## src/include/vdec_cfg.svh

```systemverilog
// Width macros for the vector decoder: operand, id, register index, vtype, CSR address
`ifndef VDEC_CFG_SVH
`define VDEC_CFG_SVH

// Scalar operand width
`define VDEC_XLEN 32

// Transaction id width
`define VDEC_ID_W 4

// Vector and scalar register index width
`define VDEC_VREG_W 5

// vtype field width
`define VDEC_VTYPE_W 9

// CSR address width
`define VDEC_CSR_W 12

`endif

```

## src/design/vdec_pkg.sv

```systemverilog
// Decoder typedefs, enums, request struct, opcode, funct and CSR constants
`include "vdec_cfg.svh"

package vdec_pkg;

  typedef logic [`VDEC_XLEN-1:0]    xlen_t;
  typedef logic [`VDEC_ID_W-1:0]    trans_id_t;
  typedef logic [`VDEC_VREG_W-1:0]  vreg_t;
  typedef logic [`VDEC_VTYPE_W-1:0] vtype_t;
  typedef logic [`VDEC_CSR_W-1:0]   csr_addr_t;

  typedef enum logic [1:0] {EW_8, EW_16, EW_32} vsew_e;

  typedef enum logic [1:0] {CON, VFU, LSU} ex_unit_e;

  typedef enum logic [4:0] {
    VLE, VLSE, VSE, VSSE,
    VCFG, VCSR,
    VADD, VSUB, VRSUB,
    VAND, VOR, VXOR,
    VSLL, VSRL, VSRA
  } vec_op_e;

  typedef enum logic [2:0] {CLS_MEM, CLS_CFG, CLS_ARITH, CLS_CSR, CLS_NONE} instr_class_e;

  typedef struct packed {
    vec_op_e   op;
    ex_unit_e  ex_unit;
    vreg_t     vd;
    vreg_t     vs1;
    vreg_t     vs2;
    vreg_t     rd;
    logic      use_vd;
    logic      use_vs1;
    logic      use_vs2;
    logic      use_rd;
    logic      vd_is_src;
    xlen_t     rs1;
    xlen_t     rs2;
    vsew_e     vsew;
    logic      vm;
    logic      is_load;
    vtype_t    vtype;
    logic      keep_vl;
    csr_addr_t csr_addr;
    logic      write_vstart;
    logic      set_vstart;
    logic      clear_vstart;
  } vec_req_t;

  ////////////////////////////////////////
  // Encodings
  ////////////////////////////////////////

  localparam logic [6:0] OPC_LOAD_FP  = 7'b0000111;
  localparam logic [6:0] OPC_STORE_FP = 7'b0100111;
  localparam logic [6:0] OPC_VEC      = 7'b1010111;
  localparam logic [6:0] OPC_SYSTEM   = 7'b1110011;

  // OP-V funct3
  localparam logic [2:0] OPIVV = 3'b000;
  localparam logic [2:0] OPIVI = 3'b011;
  localparam logic [2:0] OPIVX = 3'b100;
  localparam logic [2:0] OPCFG = 3'b111;

  localparam logic [5:0] F6_VADD  = 6'b000000;
  localparam logic [5:0] F6_VSUB  = 6'b000010;
  localparam logic [5:0] F6_VRSUB = 6'b000011;
  localparam logic [5:0] F6_VAND  = 6'b001001;
  localparam logic [5:0] F6_VOR   = 6'b001010;
  localparam logic [5:0] F6_VXOR  = 6'b001011;
  localparam logic [5:0] F6_VSLL  = 6'b100101;
  localparam logic [5:0] F6_VSRL  = 6'b101000;
  localparam logic [5:0] F6_VSRA  = 6'b101001;

  // Vector CSRs
  localparam csr_addr_t CSR_VSTART = 12'h008;
  localparam csr_addr_t CSR_VXSAT  = 12'h009;
  localparam csr_addr_t CSR_VXRM   = 12'h00A;
  localparam csr_addr_t CSR_VCSR   = 12'h00F;
  localparam csr_addr_t CSR_VL     = 12'hC20;
  localparam csr_addr_t CSR_VTYPE  = 12'hC21;
  localparam csr_addr_t CSR_VLENB  = 12'hC22;

endpackage

```

## src/design/vdec_operand_if.sv

```systemverilog
// Instruction word and scalar operand bundle for the class decoders
`timescale 1ns/100ps

interface vdec_operand_if;
  import vdec_pkg::*;

  logic [31:0] instr;
  xlen_t       rs1;
  logic        rs1_valid;
  xlen_t       rs2;
  logic        rs2_valid;

  // Driven from the top level ports
  modport src (output instr, rs1, rs1_valid, rs2, rs2_valid);

  modport dec (input instr, rs1, rs1_valid, rs2, rs2_valid);

endinterface

```

## src/design/vdec_arith_dec.sv

```systemverilog
// OPI integer arithmetic decoder, VV, VX and VI forms
`timescale 1ns/100ps

module vdec_arith_dec (
  vdec_operand_if.dec        op_if,
  output vdec_pkg::vec_req_t req_o,
  output logic               illegal_o
);
  import vdec_pkg::*;

  logic [5:0] funct6;
  logic [2:0] funct3;
  vreg_t      s1_field;

  assign funct6   = op_if.instr[31:26];
  assign funct3   = op_if.instr[14:12];
  assign s1_field = op_if.instr[19:15];

  always_comb begin
    req_o         = '0;
    illegal_o     = 1'b0;
    req_o.ex_unit = VFU;
    req_o.vs2     = op_if.instr[24:20];
    req_o.use_vs2 = 1'b1;
    req_o.vd      = op_if.instr[11:7];
    req_o.use_vd  = 1'b1;
    req_o.vm      = op_if.instr[25];

    // Operand form
    case (funct3)
      OPIVV: begin
        req_o.vs1     = s1_field;
        req_o.use_vs1 = 1'b1;
      end
      OPIVI: req_o.rs1 = xlen_t'(signed'(s1_field));
      OPIVX: begin
        req_o.rs1 = op_if.rs1;
        illegal_o = ~op_if.rs1_valid;
      end
      default: illegal_o = 1'b1;
    endcase

    case (funct6)
      F6_VADD: req_o.op = VADD;
      F6_VSUB: begin
        req_o.op = VSUB;
        if (funct3 == OPIVI) illegal_o = 1'b1;
      end
      F6_VRSUB: begin
        req_o.op = VRSUB;
        if (funct3 == OPIVV) illegal_o = 1'b1;
      end
      F6_VAND: req_o.op = VAND;
      F6_VOR:  req_o.op = VOR;
      F6_VXOR: req_o.op = VXOR;
      F6_VSLL: req_o.op = VSLL;
      F6_VSRL: req_o.op = VSRL;
      F6_VSRA: req_o.op = VSRA;
      default: illegal_o = 1'b1;
    endcase
  end

endmodule

```

## src/design/vdec_csr_dec.sv

```systemverilog
// Vector CSR access decoder with vstart write, set and clear flags
`timescale 1ns/100ps

module vdec_csr_dec (
  vdec_operand_if.dec        op_if,
  output vdec_pkg::vec_req_t req_o,
  output logic               illegal_o
);
  import vdec_pkg::*;

  csr_addr_t  csr_addr;
  vreg_t      rd_field;
  vreg_t      rs1_field;
  logic [2:0] funct3;
  logic       addr_ok;
  logic       is_vstart;

  assign csr_addr  = op_if.instr[31:20];
  assign rd_field  = op_if.instr[11:7];
  assign rs1_field = op_if.instr[19:15];
  assign funct3    = op_if.instr[14:12];
  assign addr_ok   = csr_addr inside {CSR_VSTART, CSR_VXSAT, CSR_VXRM, CSR_VCSR,
                                      CSR_VL, CSR_VTYPE, CSR_VLENB};
  assign is_vstart = (csr_addr == CSR_VSTART);

  always_comb begin
    req_o          = '0;
    req_o.op       = VCSR;
    req_o.ex_unit  = CON;
    req_o.rd       = rd_field;
    req_o.use_rd   = 1'b1;
    req_o.csr_addr = csr_addr;

    // Immediate forms carry the zero-extended rs1 field
    if (funct3[2]) begin
      req_o.rs1 = xlen_t'(rs1_field);
      illegal_o = 1'b0;
    end else begin
      req_o.rs1 = op_if.rs1;
      illegal_o = ~op_if.rs1_valid;
    end

    if (!addr_ok) illegal_o = 1'b1;

    case (funct3[1:0])
      2'b01: begin
        if (is_vstart) begin
          req_o.use_rd       = (rd_field != '0);
          req_o.write_vstart = 1'b1;
        end
      end
      2'b10: req_o.set_vstart   = is_vstart && (rs1_field != '0);
      2'b11: req_o.clear_vstart = is_vstart && (rs1_field != '0);
      default: illegal_o = 1'b1;
    endcase
  end

endmodule

```

## src/design/vdec_ctrl.sv

```systemverilog
// Instruction classification, decoder result select and response register
`timescale 1ns/100ps

module vdec_ctrl (
  input  logic                clk_i,
  input  logic                rst_n_i,
  input  logic                req_valid_i,
  input  vdec_pkg::trans_id_t id_i,
  input  logic [6:0]          opcode_i,
  input  logic [2:0]          funct3_i,
  input  vdec_pkg::vec_req_t  mem_req_i,
  input  logic                mem_illegal_i,
  input  vdec_pkg::vec_req_t  cfg_req_i,
  input  logic                cfg_illegal_i,
  input  vdec_pkg::vec_req_t  arith_req_i,
  input  logic                arith_illegal_i,
  input  vdec_pkg::vec_req_t  csr_req_i,
  input  logic                csr_illegal_i,
  output logic                rsp_valid_o,
  output logic                illegal_o,
  output logic                reset_vstart_o,
  output vdec_pkg::trans_id_t id_o,
  output vdec_pkg::vec_req_t  req_o
);
  import vdec_pkg::*;

  instr_class_e cls;
  vec_req_t     sel_req;
  logic         sel_illegal;
  logic         sel_reset_vstart;

  logic         rsp_valid_q;
  logic         illegal_q;
  logic         reset_vstart_q;
  logic [3:0]   use_q;
  logic [2:0]   vstart_q;
  vec_req_t     req_q;
  trans_id_t    id_q;

  always_comb begin
    case (opcode_i)
      OPC_LOAD_FP, OPC_STORE_FP: cls = CLS_MEM;
      OPC_VEC:                   cls = (funct3_i == OPCFG) ? CLS_CFG : CLS_ARITH;
      OPC_SYSTEM:                cls = CLS_CSR;
      default:                   cls = CLS_NONE;
    endcase
  end

  // Result of the selected class decoder
  always_comb begin
    sel_req     = '0;
    sel_illegal = 1'b1;
    case (cls)
      CLS_MEM: begin
        sel_req     = mem_req_i;
        sel_illegal = mem_illegal_i;
      end
      CLS_CFG: begin
        sel_req     = cfg_req_i;
        sel_illegal = cfg_illegal_i;
      end
      CLS_ARITH: begin
        sel_req     = arith_req_i;
        sel_illegal = arith_illegal_i;
      end
      CLS_CSR: begin
        sel_req     = csr_req_i;
        sel_illegal = csr_illegal_i;
      end
      default: sel_illegal = 1'b1;
    endcase
    sel_reset_vstart = (cls != CLS_CSR) & ~sel_illegal;
  end

  ////////////////////////////////////////
  // Response register
  ////////////////////////////////////////

  always_ff @(posedge clk_i or negedge rst_n_i) begin
    if (!rst_n_i) begin
      rsp_valid_q    <= 1'b0;
      illegal_q      <= 1'b0;
      reset_vstart_q <= 1'b0;
      use_q          <= '0;
      vstart_q       <= '0;
    end else begin
      rsp_valid_q    <= req_valid_i;
      illegal_q      <= req_valid_i & sel_illegal;
      reset_vstart_q <= req_valid_i & sel_reset_vstart;
      // Illegal requests claim no operands and touch no vstart
      if (req_valid_i && !sel_illegal) begin
        use_q    <= {sel_req.use_vd, sel_req.use_vs1, sel_req.use_vs2, sel_req.use_rd};
        vstart_q <= {sel_req.write_vstart, sel_req.set_vstart, sel_req.clear_vstart};
      end else begin
        use_q    <= '0;
        vstart_q <= '0;
      end
    end
  end

  always_ff @(posedge clk_i) begin
    if (req_valid_i) begin
      req_q <= sel_req;
      id_q  <= id_i;
    end
  end

  always_comb begin
    req_o = req_q;
    {req_o.use_vd, req_o.use_vs1, req_o.use_vs2, req_o.use_rd} = use_q;
    {req_o.write_vstart, req_o.set_vstart, req_o.clear_vstart} = vstart_q;
  end

  assign rsp_valid_o    = rsp_valid_q;
  assign illegal_o      = illegal_q;
  assign reset_vstart_o = reset_vstart_q;
  assign id_o           = id_q;

endmodule

```

## src/design/vdec_mem_dec.sv

```systemverilog
// Vector load and store decoder, unit-stride and strided
`timescale 1ns/100ps

module vdec_mem_dec (
  vdec_operand_if.dec        op_if,
  output vdec_pkg::vec_req_t req_o,
  output logic               illegal_o
);
  import vdec_pkg::*;

  logic [2:0] nf;
  logic       mew;
  logic [1:0] mop;
  logic [4:0] lumop;
  logic [2:0] width;
  logic       is_load;

  assign nf      = op_if.instr[31:29];
  assign mew     = op_if.instr[28];
  assign mop     = op_if.instr[27:26];
  assign lumop   = op_if.instr[24:20];
  assign width   = op_if.instr[14:12];
  // LOAD-FP and STORE-FP differ in bit 5
  assign is_load = ~op_if.instr[5];

  always_comb begin
    req_o           = '0;
    illegal_o       = 1'b0;
    req_o.ex_unit   = LSU;
    req_o.vd        = op_if.instr[11:7];
    req_o.use_vd    = 1'b1;
    req_o.vd_is_src = ~is_load;
    req_o.is_load   = is_load;
    req_o.vm        = op_if.instr[25];
    req_o.rs1       = op_if.rs1;

    case ({mew, width})
      4'b0000: req_o.vsew = EW_8;
      4'b0101: req_o.vsew = EW_16;
      4'b0110: req_o.vsew = EW_32;
      default: illegal_o = 1'b1;
    endcase

    case (mop)
      2'b00: begin
        req_o.op = is_load ? VLE : VSE;
        if (lumop != '0) illegal_o = 1'b1;
      end
      2'b10: begin
        req_o.op  = is_load ? VLSE : VSSE;
        req_o.rs2 = op_if.rs2;
        if (!op_if.rs2_valid) illegal_o = 1'b1;
      end
      default: illegal_o = 1'b1;
    endcase

    // No segment accesses
    if (nf != 3'b000 || !op_if.rs1_valid) illegal_o = 1'b1;
  end

endmodule

```

## src/design/vdec_top.sv

```systemverilog
// Vector decoder top level with plain ports, operand interface and decoder instances
`timescale 1ns/100ps
`include "vdec_cfg.svh"

module vdec_top (
  input  logic                     clk_i,
  input  logic                     rst_n_i,
  input  logic                     req_valid_i,
  input  logic [31:0]              instr_i,
  input  logic [`VDEC_XLEN-1:0]    rs1_i,
  input  logic                     rs1_valid_i,
  input  logic [`VDEC_XLEN-1:0]    rs2_i,
  input  logic                     rs2_valid_i,
  input  logic [`VDEC_ID_W-1:0]    id_i,
  output logic                     rsp_valid_o,
  output logic                     illegal_o,
  output logic [`VDEC_ID_W-1:0]    id_o,
  output logic [4:0]               op_o,
  output logic [1:0]               ex_unit_o,
  output logic [`VDEC_VREG_W-1:0]  vd_o,
  output logic [`VDEC_VREG_W-1:0]  vs1_o,
  output logic [`VDEC_VREG_W-1:0]  vs2_o,
  output logic [`VDEC_VREG_W-1:0]  rd_o,
  output logic                     use_vd_o,
  output logic                     use_vs1_o,
  output logic                     use_vs2_o,
  output logic                     use_rd_o,
  output logic                     vd_is_src_o,
  output logic [`VDEC_XLEN-1:0]    rs1_o,
  output logic [`VDEC_XLEN-1:0]    rs2_o,
  output logic [1:0]               vsew_o,
  output logic                     vm_o,
  output logic                     is_load_o,
  output logic [`VDEC_VTYPE_W-1:0] vtype_o,
  output logic                     keep_vl_o,
  output logic [`VDEC_CSR_W-1:0]   csr_addr_o,
  output logic                     write_vstart_o,
  output logic                     set_vstart_o,
  output logic                     clear_vstart_o,
  output logic                     reset_vstart_o
);
  import vdec_pkg::*;

  vec_req_t mem_req;
  vec_req_t cfg_req;
  vec_req_t arith_req;
  vec_req_t csr_req;
  vec_req_t req;
  logic     mem_illegal;
  logic     cfg_illegal;
  logic     arith_illegal;
  logic     csr_illegal;

  vdec_operand_if op_if ();

  assign op_if.instr     = instr_i;
  assign op_if.rs1       = rs1_i;
  assign op_if.rs1_valid = rs1_valid_i;
  assign op_if.rs2       = rs2_i;
  assign op_if.rs2_valid = rs2_valid_i;

  ////////////////////////////////////////
  // Class decoders
  ////////////////////////////////////////

  vdec_mem_dec u_mem_dec (
    .op_if     (op_if),
    .req_o     (mem_req),
    .illegal_o (mem_illegal)
  );

  vdec_vsetvl_dec u_vsetvl_dec (
    .op_if     (op_if),
    .req_o     (cfg_req),
    .illegal_o (cfg_illegal)
  );

  vdec_arith_dec u_arith_dec (
    .op_if     (op_if),
    .req_o     (arith_req),
    .illegal_o (arith_illegal)
  );

  vdec_csr_dec u_csr_dec (
    .op_if     (op_if),
    .req_o     (csr_req),
    .illegal_o (csr_illegal)
  );

  vdec_ctrl u_ctrl (
    .clk_i           (clk_i),
    .rst_n_i         (rst_n_i),
    .req_valid_i     (req_valid_i),
    .id_i            (id_i),
    .opcode_i        (instr_i[6:0]),
    .funct3_i        (instr_i[14:12]),
    .mem_req_i       (mem_req),
    .mem_illegal_i   (mem_illegal),
    .cfg_req_i       (cfg_req),
    .cfg_illegal_i   (cfg_illegal),
    .arith_req_i     (arith_req),
    .arith_illegal_i (arith_illegal),
    .csr_req_i       (csr_req),
    .csr_illegal_i   (csr_illegal),
    .rsp_valid_o     (rsp_valid_o),
    .illegal_o       (illegal_o),
    .reset_vstart_o  (reset_vstart_o),
    .id_o            (id_o),
    .req_o           (req)
  );

  // Registered request out to plain ports
  assign op_o           = req.op;
  assign ex_unit_o      = req.ex_unit;
  assign vd_o           = req.vd;
  assign vs1_o          = req.vs1;
  assign vs2_o          = req.vs2;
  assign rd_o           = req.rd;
  assign use_vd_o       = req.use_vd;
  assign use_vs1_o      = req.use_vs1;
  assign use_vs2_o      = req.use_vs2;
  assign use_rd_o       = req.use_rd;
  assign vd_is_src_o    = req.vd_is_src;
  assign rs1_o          = req.rs1;
  assign rs2_o          = req.rs2;
  assign vsew_o         = req.vsew;
  assign vm_o           = req.vm;
  assign is_load_o      = req.is_load;
  assign vtype_o        = req.vtype;
  assign keep_vl_o      = req.keep_vl;
  assign csr_addr_o     = req.csr_addr;
  assign write_vstart_o = req.write_vstart;
  assign set_vstart_o   = req.set_vstart;
  assign clear_vstart_o = req.clear_vstart;

endmodule

```

## src/design/vdec_vsetvl_dec.sv

```systemverilog
// Decoder for vsetvli, vsetivli and vsetvl
`timescale 1ns/100ps

module vdec_vsetvl_dec (
  vdec_operand_if.dec        op_if,
  output vdec_pkg::vec_req_t req_o,
  output logic               illegal_o
);
  import vdec_pkg::*;

  vreg_t rs1_field;
  vreg_t rd_field;

  assign rs1_field = op_if.instr[19:15];
  assign rd_field  = op_if.instr[11:7];

  always_comb begin
    req_o         = '0;
    illegal_o     = 1'b0;
    req_o.op      = VCFG;
    req_o.ex_unit = CON;
    req_o.rd      = rd_field;
    req_o.use_rd  = 1'b1;

    if (!op_if.instr[31]) begin
      req_o.vtype = vtype_t'(op_if.instr[27:20]);
      req_o.rs1   = op_if.rs1;
      illegal_o   = ~op_if.rs1_valid;
    end else if (op_if.instr[31:30] == 2'b11) begin
      // Immediate AVL
      req_o.vtype = vtype_t'(op_if.instr[27:20]);
      req_o.rs1   = xlen_t'(rs1_field);
    end else if (op_if.instr[31:25] == 7'b1000000) begin
      req_o.vtype = vtype_t'(op_if.rs2[7:0]);
      req_o.rs1   = op_if.rs1;
      illegal_o   = ~op_if.rs1_valid | ~op_if.rs2_valid;
    end else begin
      illegal_o = 1'b1;
    end

    // Request max vl
    if (rs1_field == '0 && rd_field != '0) req_o.rs1 = '1;
    req_o.keep_vl = (rs1_field == '0) && (rd_field == '0);
  end

endmodule

```

## config.mk

```make
export PLATFORM = sky130hd
export DESIGN_NAME = vdec_top
export DESIGN_NICKNAME = d
export VERILOG_FILES = /design/src/design/vdec_pkg.sv /design/src/design/vdec_operand_if.sv /design/src/design/vdec_arith_dec.sv /design/src/design/vdec_csr_dec.sv /design/src/design/vdec_ctrl.sv /design/src/design/vdec_mem_dec.sv /design/src/design/vdec_top.sv /design/src/design/vdec_vsetvl_dec.sv
export VERILOG_INCLUDE_DIRS = /design/src /design/src/include
export SDC_FILE = /design/constraint.sdc
export NUM_CORES = 1
export LEC_CHECK = 0
export BUFFER_PORTS_ARGS = -buffer_cell sky130_fd_sc_hd__buf_2
export CAP_MARGIN = 25
export CORE_MARGIN = 2
export CORE_UTILIZATION = 45
export CTS_CLUSTER_SIZE = 16
export DETAILED_ROUTE_END_ITERATION = 10
export GPL_TIMING_DRIVEN = 0
export PLACE_DENSITY = 0.76
export SLEW_MARGIN = 30
export SYNTH_ARGS = -nofsm -noshare
export SYNTH_HDL_FRONTEND = slang
export SYNTH_SLANG_ARGS = --single-unit
```

## constraint.sdc

```tcl
create_clock -name clk_i -period 0.8 [get_ports clk_i]
set_input_delay 0.04 -clock clk_i [delete_from_list [all_inputs] [get_ports clk_i]]
set_output_delay 0.04 -clock clk_i [all_outputs]
set_load 0.1 [all_outputs]
```

==> impl_metrics.py <==
metrics = {
    "timing": {
        "setup_violations": 236,
        "holdWs_ns": -0.06514,
        "finalCritPeriodShare_pct": 185.5,
        "worst_slack_ns": -0.6842,
        "slew_violations": 0,
        "hold_viol_final": 4,
        "period_needed_ns": 1.484,
        "fmax_ghz": 0.6738,
        "rsz0062_at_grt": "true",
    },
    "global_routing": {
        "grt_first_pass_wirelength_mm": 30.46,
        "grt_overflow": 0,
        "grt.total_usage_pct": 30.81,
        "grt_max_degree": 76,
        "grt_pass1_vias": 5432,
        "grt_antenna_before_repair": 0,
    },
    "cts": {
        "cts_tree": "yes",
        "cts_sinks": 130,
        "ctsHoldBuffers": 84,
        "root_buffer": "clkbuf_16",
        "htreeDepth": 4,
        "clk_pin_slew_ns": 0.06,
        "cts_buffer_depth": 2,
        "cts_buffers": 17,
    },
    "floorplan": {
        "dieWidth_microns": 115.4,
        "fp.dieArea_sq_um": 13310,
        "fp-row-count": 40,
        "die-height_microns": 115.4,
        "start_util_pct": 46.27,
        "core_area_sq_um": 12060,
        "ios": 237,
    },
    "worst_setup_path": {
        "worstPathMaxFanout": 6,
        "arrival_ns": 1.78,
        "required_ns": 1.10,
        "end_kind": "flop",
        "critical_path.slowest_cell": "or4b_4",
        "cp-start-kind": "input pin",
        "crit_chain": "buf_2 > or4b_4 > a21oi_1 > a41oi_2 > nor4_2 > buf_4 > o21ai_1 > o31a_1",
        "critPathKind": "in2reg",
        "slowest_delay_ns": 0.51,
    },
    "synth": {
        "synthArstFlopShare_pct": 7.692,
        "yosys_warnings": 0,
        "postSynthCellCount": 416,
        "yosys.area_share.simple_pct": 17.35,
        "synth_area_sq_um": 5580,
        "synth.area.mux_share_pct": 0,
        "ys_seq_area_share_pct": 69.06,
        "synth-seq-cells": 130,
        "synth_area_per_cell_sq_um": 13.41,
        "yosysTopAreaCell": "edfxtp_1",
        "synthAdderAreaFrac_pct": 0,
        "synth_flop_cell": "edfxtp_1",
        "synth_top_family_by_area": "simple AND/OR/NAND/NOR gates",
        "synth_edf_count": 120,
        "synth_compound_area_share_pct": 10.38,
        "ys_top_cells_by_area": "edfxtp_1 (65%), and3_1 (5.3%), dfrtp_1 (4.5%)",
        "synth_xor_area_share_pct": 0.1570,
        "yosys.cell_types.count": 58,
        "synth.top_cell.area_share_pct": 64.57,
    },
    "place": {
        "placed_cell_area_sq_um": 7227,
        "io_buffers": 232,
        "dp_hpwl_mm": 11.07,
        "dpl_worst_slack_ns": -1.156,
        "dp_cells": 818,
        "gp_congestion": 0.8940,
    },
    "detailed_routing": {
        "dr.pass1.iters": 5,
        "vias": 5607,
        "drt_first_iter_violations": 638,
        "ant_nets": 0,
        "post_drt_wl_per_cell_microns": 24.42,
        "finalWirelength_mm": 23.84,
        "drc": 0,
        "routed_via_density": 5.745,
    },
    "status": {
        "status": "finished with violations",
        "violations": "negative hold slack, negative setup slack",
    },
    "min_path": {
        "hold_class": "in2reg",
        "hold_depth": 2,
        "worstHoldStart": "rs1_i[4]",
        "whs_endpoint": "u_ctrl.req_o[65]",
    },
    "finish": {
        "finalNonFillerCells": 976,
        "final_common_cell": "buf_6",
        "fin_area_sq_um": 10390,
        "final_cell_mix": "buf_6 (153), edfxtp_1 (120), buf_2 (86)",
        "syn2layout_area_growth_pct": 86.14,
        "n_fill_cell": 498,
        "layout-drive-gt1-share_pct": 51.18,
        "fin_nets": 899,
    },
    "power_and_ir_drop": {
        "power_density_nw_per_um2": 1998,
        "ir_drop_mv": 1.519,
        "power_mw": 20.75,
        "p_leak_nw": 4.653,
    },
    "job": {
        "cap_violations": 0,
    },
}
## cell type report
cell class | count | area [sq um] | area share [%]
Tap cell | 168 | 210.2 | 2.024
Inverter | 8 | 40.04 | 0.3854
Clock inverter | 15 | 158.9 | 1.530
Timing Repair Buffer | 359 | 3470 | 33.40
Buffer | 28 | 276.5 | 2.662
Antenna cell | 1 | 2.502 | 0.02409
Sequential cell | 130 | 3865 | 37.21
Clock buffer | 17 | 425.4 | 4.095
Multi-Input combinational cell | 250 | 1939 | 18.67
## kinds of logic after synthesis
family | Yosys count
and+or+nand+nor | 169
AOI/OAI and AO/OA | 78
buffers and inverters | 37
other | 1
xor gates and xnor gates | 1
DFF | 130
## metal layers
| metal | part of all wire, % | global-route usage (%) |
|---|---|---|
| met5 | 0 | 0 |
| met3 | 9.8 | 7.116 |
| met2 | 51 | 52.90 |
| met4 | 5.3 | 17.35 |
| met1 | 34 | 35.49 |
## through the flow
| stage | utilization (%) | TNS, ns |
|---|---|---|
| 2_1_floorplan | - | -63.59 |
| 4_1_cts | 83.23 | -56.87 |
| 5_1_grt | 86.10 | -71.37 |
| 3_3_place_gp | 59.64 | -280.20 |
| 6_report | 86.12 | -68.26 |
| 3_5_place_dp | 59.92 | -116.62 |
## report_power, final
part / internal [mW] / switching, mW
sequential: 7.77 / 0.204
combinational: 1.43 / 3.55
clock: 4.61 / 3.19
## worst max-delay path, delay by kind of cell
family                 cells  cell delay [ns]
AOI/OAI and AO/OA          4             0.71
buffers and inverters      2             0.35
and+or+nand+nor            2             0.69
## cells in the mapped netlist (2+ instances only)
master    number
and2_1        15
a21o_1        29
nor2_1        30
and3_1        47
clkbuf_1      16
nor3_1         9
edfxtp_1     120
nor4_1         7
a221o_1        4
nand3b_1       5
nor3_2         2
inv_1          7
or4_1          3
o31ai_1        2
a22oi_1        7
nand3_1        5
dfrtp_1       10
buf_4          2
a21oi_1        9
nor2b_1        9
o21ai_0        9
a211oi_1       2
buf_2         10
nand2_1       16
nand2b_1       8
## how the worst max path moves through the flow
stage                            from                 end  slack (ns)  depth (start not counted)
after floorplan           instr_i[30]  u_ctrl.vstart_q[0]       -0.80                          7
after global placement    req_valid_i  u_ctrl.vstart_q[0]       -2.20                          4
after detailed placement  instr_i[26]  u_ctrl.vstart_q[0]       -1.16                          7
after CTS                 instr_i[31]    u_ctrl.illegal_o       -0.56                          8
after global routing      instr_i[27]  u_ctrl.vstart_q[0]       -0.73                          8
final                     instr_i[23]    u_ctrl.illegal_o       -0.68                          8
## state kept, by name (all words and copies together), names as in the netlist
register and flops:
u_ctrl.id_o 4, u_ctrl.illegal_o 1, u_ctrl.req_o 116, u_ctrl.reset_vstart_o 1
u_ctrl.rsp_valid_o 1, u_ctrl.use_q 4, u_ctrl.vstart_q 3
## timing repair
action | in CTS | in global routing
endpoints found under the setup margin | 239 | 321
setup buffers | 22 | 14
gates cloned | 6 | 3
pin swaps | 16 | 37
endpoints found under the hold margin | 111 | 4
gates resized for setup | 351 | 59
Power figures use the tool's default switching activity.
